--- src/source/mem_pkg.sv ---
package mem_pkg;

    // Low address bits that pick a byte lane in a bus word
    localparam int LANE_BITS = 2;

    typedef logic [31:0] word_t;
    typedef logic [4:0]  reg_addr_t;

    typedef enum logic [3:0] {
        OP_NONE = 4'd0,
        OP_LB   = 4'd1,
        OP_LBU  = 4'd2,
        OP_LH   = 4'd3,
        OP_LHU  = 4'd4,
        OP_LW   = 4'd5,
        OP_SB   = 4'd6,
        OP_SH   = 4'd7,
        OP_SW   = 4'd8
    } mem_op_e;

    // Encoding seen on data_size_o
    typedef enum logic [1:0] {
        SIZE_BYTE = 2'd0,
        SIZE_HALF = 2'd1,
        SIZE_WORD = 2'd2
    } acc_size_e;

    // Same values as the MIPS cause ExcCode field
    typedef enum logic [4:0] {
        EXC_NONE = 5'd0,
        EXC_ADEL = 5'd4,
        EXC_ADES = 5'd5
    } exc_code_e;

    // Returned bus word, by byte lane or by halfword
    typedef union packed {
        logic [3:0][7:0]  bytes;
        logic [1:0][15:0] halves;
    } bus_word_u;

endpackage

--- src/source/mem_access_if.sv ---
interface mem_access_if;
    import mem_pkg::*;

    logic      req;
    logic      wr;
    acc_size_e size;
    word_t     addr;
    word_t     wdata;
    mem_op_e   op;
    reg_addr_t rd;

    modport decoder (
        output req,
        output wr,
        output size,
        output addr,
        output wdata,
        output op,
        output rd
    );

    modport ctrl (
        input req,
        input wr,
        input size,
        input addr,
        input wdata,
        input op,
        input rd
    );

endinterface

--- src/source/mem_access_decode.sv ---
module mem_access_decode (
    input  logic               valid_i,
    input  mem_pkg::mem_op_e   op_i,
    input  mem_pkg::word_t     addr_i,
    input  mem_pkg::word_t     store_data_i,
    input  mem_pkg::reg_addr_t rd_i,
    output mem_pkg::exc_code_e exc_o,
    mem_access_if.decoder      acc
);
    import mem_pkg::*;

    logic      is_mem;
    logic      is_store;
    logic      misaligned;
    acc_size_e size;
    word_t     lane_data;

    always_comb begin
        is_mem     = 1'b1;
        is_store   = 1'b0;
        misaligned = 1'b0;
        size       = SIZE_WORD;
        lane_data  = store_data_i;
        case (op_i)
            OP_LB, OP_LBU: begin
                size = SIZE_BYTE;
            end
            OP_LH, OP_LHU: begin
                size       = SIZE_HALF;
                misaligned = addr_i[0];
            end
            OP_LW: begin
                misaligned = |addr_i[LANE_BITS-1:0];
            end
            OP_SB: begin
                is_store  = 1'b1;
                size      = SIZE_BYTE;
                // Same byte on every lane, memory picks by address
                lane_data = {4{store_data_i[7:0]}};
            end
            OP_SH: begin
                is_store   = 1'b1;
                size       = SIZE_HALF;
                misaligned = addr_i[0];
                lane_data  = {2{store_data_i[15:0]}};
            end
            OP_SW: begin
                is_store   = 1'b1;
                misaligned = |addr_i[LANE_BITS-1:0];
            end
            default: begin
                is_mem = 1'b0;
            end
        endcase
    end

    // Misaligned accesses never reach the bus
    assign acc.req   = valid_i && is_mem && !misaligned;
    assign acc.wr    = is_store;
    assign acc.size  = size;
    assign acc.addr  = addr_i;
    assign acc.wdata = lane_data;
    assign acc.op    = op_i;
    assign acc.rd    = rd_i;

    always_comb begin
        exc_o = EXC_NONE;
        if (valid_i && is_mem && misaligned) begin
            exc_o = is_store ? EXC_ADES : EXC_ADEL;
        end
    end

endmodule

--- src/source/mem_bus_ctrl.sv ---
module mem_bus_ctrl (
    input  logic                            clk,
    input  logic                            rst,
    input  logic                            data_addr_ok_i,
    input  logic                            data_data_ok_i,
    mem_access_if.ctrl                      acc,
    output logic                            data_req_o,
    output logic                            data_wr_o,
    output mem_pkg::acc_size_e              data_size_o,
    output mem_pkg::word_t                  data_addr_o,
    output mem_pkg::word_t                  data_wdata_o,
    output logic                            stall_o,
    output logic                            load_done_o,
    output mem_pkg::mem_op_e                saved_op_o,
    output logic [mem_pkg::LANE_BITS-1:0]   saved_lane_o,
    output mem_pkg::reg_addr_t              saved_rd_o
);
    import mem_pkg::*;

    typedef enum logic [1:0] {
        ST_IDLE,
        ST_WAIT_ADDR,
        ST_WAIT_DATA
    } state_e;

    state_e state;

    // Request captured when it first goes out
    logic      saved_wr;
    acc_size_e saved_size;
    word_t     saved_addr;
    word_t     saved_wdata;
    mem_op_e   saved_op;
    reg_addr_t saved_rd;

    logic idle;
    logic start;

    assign idle  = (state == ST_IDLE);
    assign start = idle && acc.req;

    always_ff @(posedge clk) begin
        if (rst) begin
            state <= ST_IDLE;
        end else begin
            case (state)
                ST_IDLE: begin
                    if (acc.req) begin
                        state <= data_addr_ok_i ? ST_WAIT_DATA : ST_WAIT_ADDR;
                    end
                end
                ST_WAIT_ADDR: begin
                    if (data_addr_ok_i) begin
                        state <= ST_WAIT_DATA;
                    end
                end
                ST_WAIT_DATA: begin
                    if (data_data_ok_i) begin
                        state <= ST_IDLE;
                    end
                end
                default: begin
                    state <= ST_IDLE;
                end
            endcase
        end
    end

    always_ff @(posedge clk) begin
        if (start) begin
            saved_wr    <= acc.wr;
            saved_size  <= acc.size;
            saved_addr  <= acc.addr;
            saved_wdata <= acc.wdata;
            saved_op    <= acc.op;
            saved_rd    <= acc.rd;
        end
    end

    // Live request while idle, held copy once it has gone out
    assign data_req_o   = idle ? acc.req : (state == ST_WAIT_ADDR);
    assign data_wr_o    = idle ? acc.wr : saved_wr;
    assign data_size_o  = idle ? acc.size : saved_size;
    assign data_addr_o  = idle ? acc.addr : saved_addr;
    assign data_wdata_o = idle ? acc.wdata : saved_wdata;

    // Drops in the cycle the data acknowledge shows up
    assign stall_o = data_req_o || (!idle && !data_data_ok_i);

    assign load_done_o  = (state == ST_WAIT_DATA) && data_data_ok_i && !saved_wr;
    assign saved_op_o   = saved_op;
    assign saved_lane_o = saved_addr[LANE_BITS-1:0];
    assign saved_rd_o   = saved_rd;

endmodule

--- src/source/load_align.sv ---
module load_align (
    input  mem_pkg::mem_op_e              op_i,
    input  logic [mem_pkg::LANE_BITS-1:0] lane_i,
    input  mem_pkg::word_t                rdata_i,
    output mem_pkg::word_t                value_o
);
    import mem_pkg::*;

    bus_word_u   word;
    logic [7:0]  lane_byte;
    logic [15:0] lane_half;

    assign word = rdata_i;

    assign lane_byte = word.bytes[lane_i];
    // Upper lane bit picks the halfword
    assign lane_half = word.halves[lane_i[LANE_BITS-1]];

    always_comb begin
        case (op_i)
            OP_LB: begin
                value_o = {{24{lane_byte[7]}}, lane_byte};
            end
            OP_LBU: begin
                value_o = {24'h000000, lane_byte};
            end
            OP_LH: begin
                value_o = {{16{lane_half[15]}}, lane_half};
            end
            OP_LHU: begin
                value_o = {16'h0000, lane_half};
            end
            OP_LW: begin
                value_o = rdata_i;
            end
            default: begin
                value_o = rdata_i;
            end
        endcase
    end

endmodule

--- src/source/mem_stage.sv ---
module mem_stage (
    input  logic               clk,
    input  logic               rst,

    // Pipeline side
    input  logic               valid_i,
    input  mem_pkg::mem_op_e   op_i,
    input  mem_pkg::word_t     addr_i,
    input  mem_pkg::word_t     store_data_i,
    input  mem_pkg::reg_addr_t rd_i,
    input  logic               wreg_i,
    input  mem_pkg::word_t     alu_result_i,
    output logic               stall_o,
    output logic               wreg_o,
    output mem_pkg::reg_addr_t wd_o,
    output mem_pkg::word_t     wdata_o,
    output mem_pkg::exc_code_e exc_o,

    // Data bus
    output logic               data_req_o,
    output logic               data_wr_o,
    output mem_pkg::acc_size_e data_size_o,
    output mem_pkg::word_t     data_addr_o,
    output mem_pkg::word_t     data_wdata_o,
    input  mem_pkg::word_t     data_rdata_i,
    input  logic               data_addr_ok_i,
    input  logic               data_data_ok_i
);
    import mem_pkg::*;

    mem_access_if acc_if ();

    logic                 load_done;
    mem_op_e              saved_op;
    logic [LANE_BITS-1:0] saved_lane;
    reg_addr_t            saved_rd;
    word_t                load_value;
    logic                 pass_through;

    mem_access_decode i_decode (
        .valid_i      (valid_i),
        .op_i         (op_i),
        .addr_i       (addr_i),
        .store_data_i (store_data_i),
        .rd_i         (rd_i),
        .exc_o        (exc_o),
        .acc          (acc_if.decoder)
    );

    mem_bus_ctrl i_bus_ctrl (
        .clk            (clk),
        .rst            (rst),
        .data_addr_ok_i (data_addr_ok_i),
        .data_data_ok_i (data_data_ok_i),
        .acc            (acc_if.ctrl),
        .data_req_o     (data_req_o),
        .data_wr_o      (data_wr_o),
        .data_size_o    (data_size_o),
        .data_addr_o    (data_addr_o),
        .data_wdata_o   (data_wdata_o),
        .stall_o        (stall_o),
        .load_done_o    (load_done),
        .saved_op_o     (saved_op),
        .saved_lane_o   (saved_lane),
        .saved_rd_o     (saved_rd)
    );

    load_align i_load_align (
        .op_i    (saved_op),
        .lane_i  (saved_lane),
        .rdata_i (data_rdata_i),
        .value_o (load_value)
    );

    // Non-memory ops go straight to writeback
    assign pass_through = valid_i && (op_i == OP_NONE);

    assign wreg_o  = load_done || (pass_through && wreg_i);
    assign wd_o    = load_done ? saved_rd : rd_i;
    assign wdata_o = load_done ? load_value : alu_result_i;

endmodule

--- config.mk ---
export PLATFORM = sky130hd
export DESIGN_NAME = mem_stage
export DESIGN_NICKNAME = d
export VERILOG_FILES = /design/src/source/mem_pkg.sv /design/src/source/mem_access_if.sv /design/src/source/mem_access_decode.sv /design/src/source/mem_bus_ctrl.sv /design/src/source/load_align.sv /design/src/source/mem_stage.sv
export SDC_FILE = /design/constraint.sdc
export NUM_CORES = 1
export LEC_CHECK = 0
export BUFFER_PORTS_ARGS = -buffer_cell sky130_fd_sc_hd__buf_2
export CORE_UTILIZATION = 45
export DETAILED_ROUTE_END_ITERATION = 8
export PLACE_DENSITY = 0.88
export SKIP_LAST_GASP = 1
export SYNTH_ARGS = -nofsm -noshare
export SYNTH_HDL_FRONTEND = slang
export SYNTH_SLANG_ARGS = --single-unit
export TNS_END_PERCENT = 30
--- constraint.sdc ---
create_clock -name clk -period 9.6 [get_ports clk]
set_input_delay 0.96 -clock clk [delete_from_list [all_inputs] [get_ports clk]]
set_output_delay 0.96 -clock clk [all_outputs]
set_load 0.01 [all_outputs]
==> impl_metrics.csv <==
group,metric,value,unit
run_status,outcome,"complete, no violations",
sta,slew_viol_final,0,
yosys,ys.flop_type,"edfxtp_1",
power,power.leakage,3.040,nW
min_path,min_from,"i_bus_ctrl.state[1]$_SDFFE_PP0P_",
final_layout,layout-drive-gt1-share,0.4206,
floorplanning,core-area,10460,sq um
critical_path,criticalPathCategory,"primary input to output port",
floorplanning,die_w,106.6,um
drt,drtAntennaViolNets,0,
placed_design,place_hpwl,11040,um
power,cellPowerDensity,135.5,nW/um^2
global_routing,grt_overflow,0,
critical_path,reg2reg_slack,7.09,ns
clocking,cts.clk_slew.worst_paths,0.08,ns
global_routing,track_usage,0.2586,
clocking,clockRootBuffer,"clkbuf_8",
power,ir_drop,0.1125,mV
sta,maxClockFrequency,255.2,MHz
drt,wl_per_cell,16.59,um
floorplanning,dieArea,11370,sq um
final_layout,fin_nets,906,
drt,drt_iter0_markers,528,
floorplanning,num_rows,37,
drt,num_vias,4873,
yosys,avgSynthCellArea,9.193,sq um
critical_path,endpoint_kind,"output port",
critical_path,crit_fanout,25,
drt,via_per_inst,5.390,
min_path,hold_path.class,"register to register",
critical_path,cp-start-kind,"primary input",
global_routing,antenna_found_initial,0,
placed_design,gp_congestion,0.9720,
yosys,yosysTopAreaCell,"edfxtp_1",
drt,routed_wl,15000,um
clocking,cts_buffers,9,
critical_path,cp.arrival,2.96,ns
sta,worst_slack,5.681,ns
yosys,netlist_area,4927,sq um
min_path,min_path_cells,2,
critical_path,slowest_delay,0.48,ns
critical_path,crit-reg2reg-capture,"i_bus_ctrl.saved_addr[24]$_DFFE_PP_",
critical_path,path_cells,"buf_2 -> and2b_1 -> nand2_2 -> nor2_2 -> mux2_2 -> mux2_2 -> buf_2",
final_layout,utilization,0.6122,
floorplanning,fp.dieH,106.6,um
yosys,synth.top_cell.area_share,0.4632,
yosys,synth_area_leaders,"edfxtp_1 (46%), nand2_1 (15%), mux2_2 (7.5%)",
yosys,synth_edf_count,76,
sta,period_needed,3.919,ns
power,p_total,0.8679,mW
clocking,post_cts_resized,0,
sta,rsz0062_at_grt,"false",
drt,drc_errors,0,
critical_path,required,8.64,ns
critical_path,worstReg2RegStart,"i_bus_ctrl.state[1]$_SDFFE_PP0P_",
yosys,synthArstFlopShare,0,
clocking,clockBufferDepth,2,
floorplanning,io_pins,255,
sta,finalSetupViolations,0,
run,cap_viol_max_count,0,
sta,finalHoldViolCount,0,
sta,setup_tns,0,ns
final_layout,multiInputGateArea,2422,sq um
sta,fin_skew,0.007458,ns
sta,max_slew_margin,0.3338,
yosys,synth.ff_latch_count,78,
global_routing,grt_max_degree,77,
sta,post-route-period-util,0.4082,
critical_path,crit_slowest_cell,"nor2_2",
drt,firstDrtPassIters,5,
clocking,clock_sinks,78,
final_layout,syn_to_final_growth,29.99,%
final_layout,seq_area,2322,sq um
clocking,cts_setup_buffers,0,
clocking,htreeDepth,3,
final_layout,design_area,6405,sq um
clocking,hold_buffers,0,
placed_design,place_ws,5.689,ns
yosys,yosysSeqAreaShare,0.4713,
floorplanning,initial_core_util,0.4709,
clocking,cts_tree,"yes",
min_path,hold_path_end,"i_bus_ctrl.state[1]$_SDFFE_PP0P_",
clocking,clock_latency,0.33,ns
yosys,ys.warnings.count,0,
final_layout,num_antenna_cells,0,
placed_design,placedInstanceArea,6216,sq um
global_routing,grt_pass1_vias,4574,
yosys,synth.distinct_cells,53,
critical_path,rr_worst_depth,3,
sta,worst_pin_slew,0.9993,ns
global_routing,grt_pass1_wl,22890,um
final_layout,fill_cells,896,
yosys,postSynthCellCount,536,
placed_design,portBuffers,251,
[registers in the layout (all words and copies together), names as in the netlist]
name,count
i_bus_ctrl.saved_op_o,4
i_bus_ctrl.saved_wr,1
i_bus_ctrl.state,2
i_bus_ctrl.saved_wdata,32
i_bus_ctrl.saved_size,2
i_bus_ctrl.saved_rd_o,5
i_bus_ctrl.saved_addr,32
[report_power, final]
| group | switching [mW] | leakage [nW] | internal [mW] |
|---|---|---|---|
| logic | 0.130 | 2.22 | 0.0920 |
| registers | 0.0103 | 0.723 | 0.398 |
| clock network | 0.118 | 0.0981 | 0.120 |
| total | 0.258 | 3.04 | 0.610 |
[logic make-up (layout without fill, tap and decap cells)]
group           count (synthesis)  count (layout)  share of synthesized area
compound gates                 96              96                     0.1346
xor+xnor                        1               1                   0.001778
buf+inv                        44             274                    0.04469
flops                          78              78                     0.4713
mux                            51              51                     0.1145
other cells                     1               3                  0.0007611
simple gates                  265             265                     0.2324
[worst max-delay path: cells and delay by family]
family / cells / cell delay, ns
simple gates: 3 / 1.03
mux: 2 / 0.68
buf+inv: 2 / 0.29
[cell usage after synthesis (2+ instances only)]
cell        n
a21oi_1    35
a221oi_2    6
a22o_1      7
a22oi_1     2
a31oi_1     2
buf_2      11
buf_4       5
buf_6       3
clkbuf_1   22
dfxtp_1     2
edfxtp_1   76
inv_1       2
mux2_2     33
mux2i_1    17
nand2_1   194
nand2b_4    2
nand3_1     2
nand4b_1    2
nor2_1     28
nor2b_1     2
nor3_1     14
nor3_4      2
nor3b_1     2
nor4_1      2
o211ai_1    6
o21ai_0    21
o21bai_1    9
or3_1       2
[per-layer routing]
| metal | track usage | part of all wire |
|---|---|---|
| met1 | 0.2968 | 0.37 |
| met2 | 0.4604 | 0.50 |
| met3 | 0.06140 | 0.092 |
| met4 | 0.1067 | 0.030 |
| met5 | 0 | 0 |
[per-stage QoR]
stage / std cells / hold WS (ns)
after CTS: 904 / 0.6234
after floorplan: 538 / 0.5231
after global placement: 888 / 0.6005
after global routing: 904 / 0.6569
after detailed placement: 888 / 0.6174
final: 904 / 0.6205
[how the worst max path moves through the flow]
stage | from | end | slack, ns | cells past startpoint
after global routing | op_i[3] | data_wdata_o[12] | 5.56 | 7
after detailed placement | op_i[3] | data_wdata_o[10] | 5.69 | 7
final | op_i[3] | data_wdata_o[10] | 5.68 | 7
after global placement | op_i[3] | data_wdata_o[15] | 5.78 | 7
after CTS | op_i[3] | data_wdata_o[10] | 5.69 | 7
after floorplan | op_i[2] | i_bus_ctrl.saved_addr[0]$_DFFE_PP_ | 4.15 | 6
[cell type report]
| type | instances | area share |
|---|---|---|
| timing repair buffer | 256 | 0.2020 |
| multi-input combinational | 416 | 0.3782 |
| tap | 136 | 0.02657 |
| inverter | 2 | 0.001172 |
| clock inverter | 6 | 0.009572 |
| clock buffer | 10 | 0.01993 |
| sequential | 78 | 0.3626 |
[cell usage in the layout (no fill, tap or decap), drive strengths merged, types with 3 or more instances in the layout]
cell type	n
nand2	195
a22o	7
o21bai	9
mux2	33
a21oi	35
edfxtp	76
o21ai	21
a221oi	7
nor3	16
clkbuf	10
nor2	30
clkinv	4
conb	3
inv	3
mux2i	17
buf	256
o211ai	6
No activity file was read; power rests on OpenSTA's default activity.
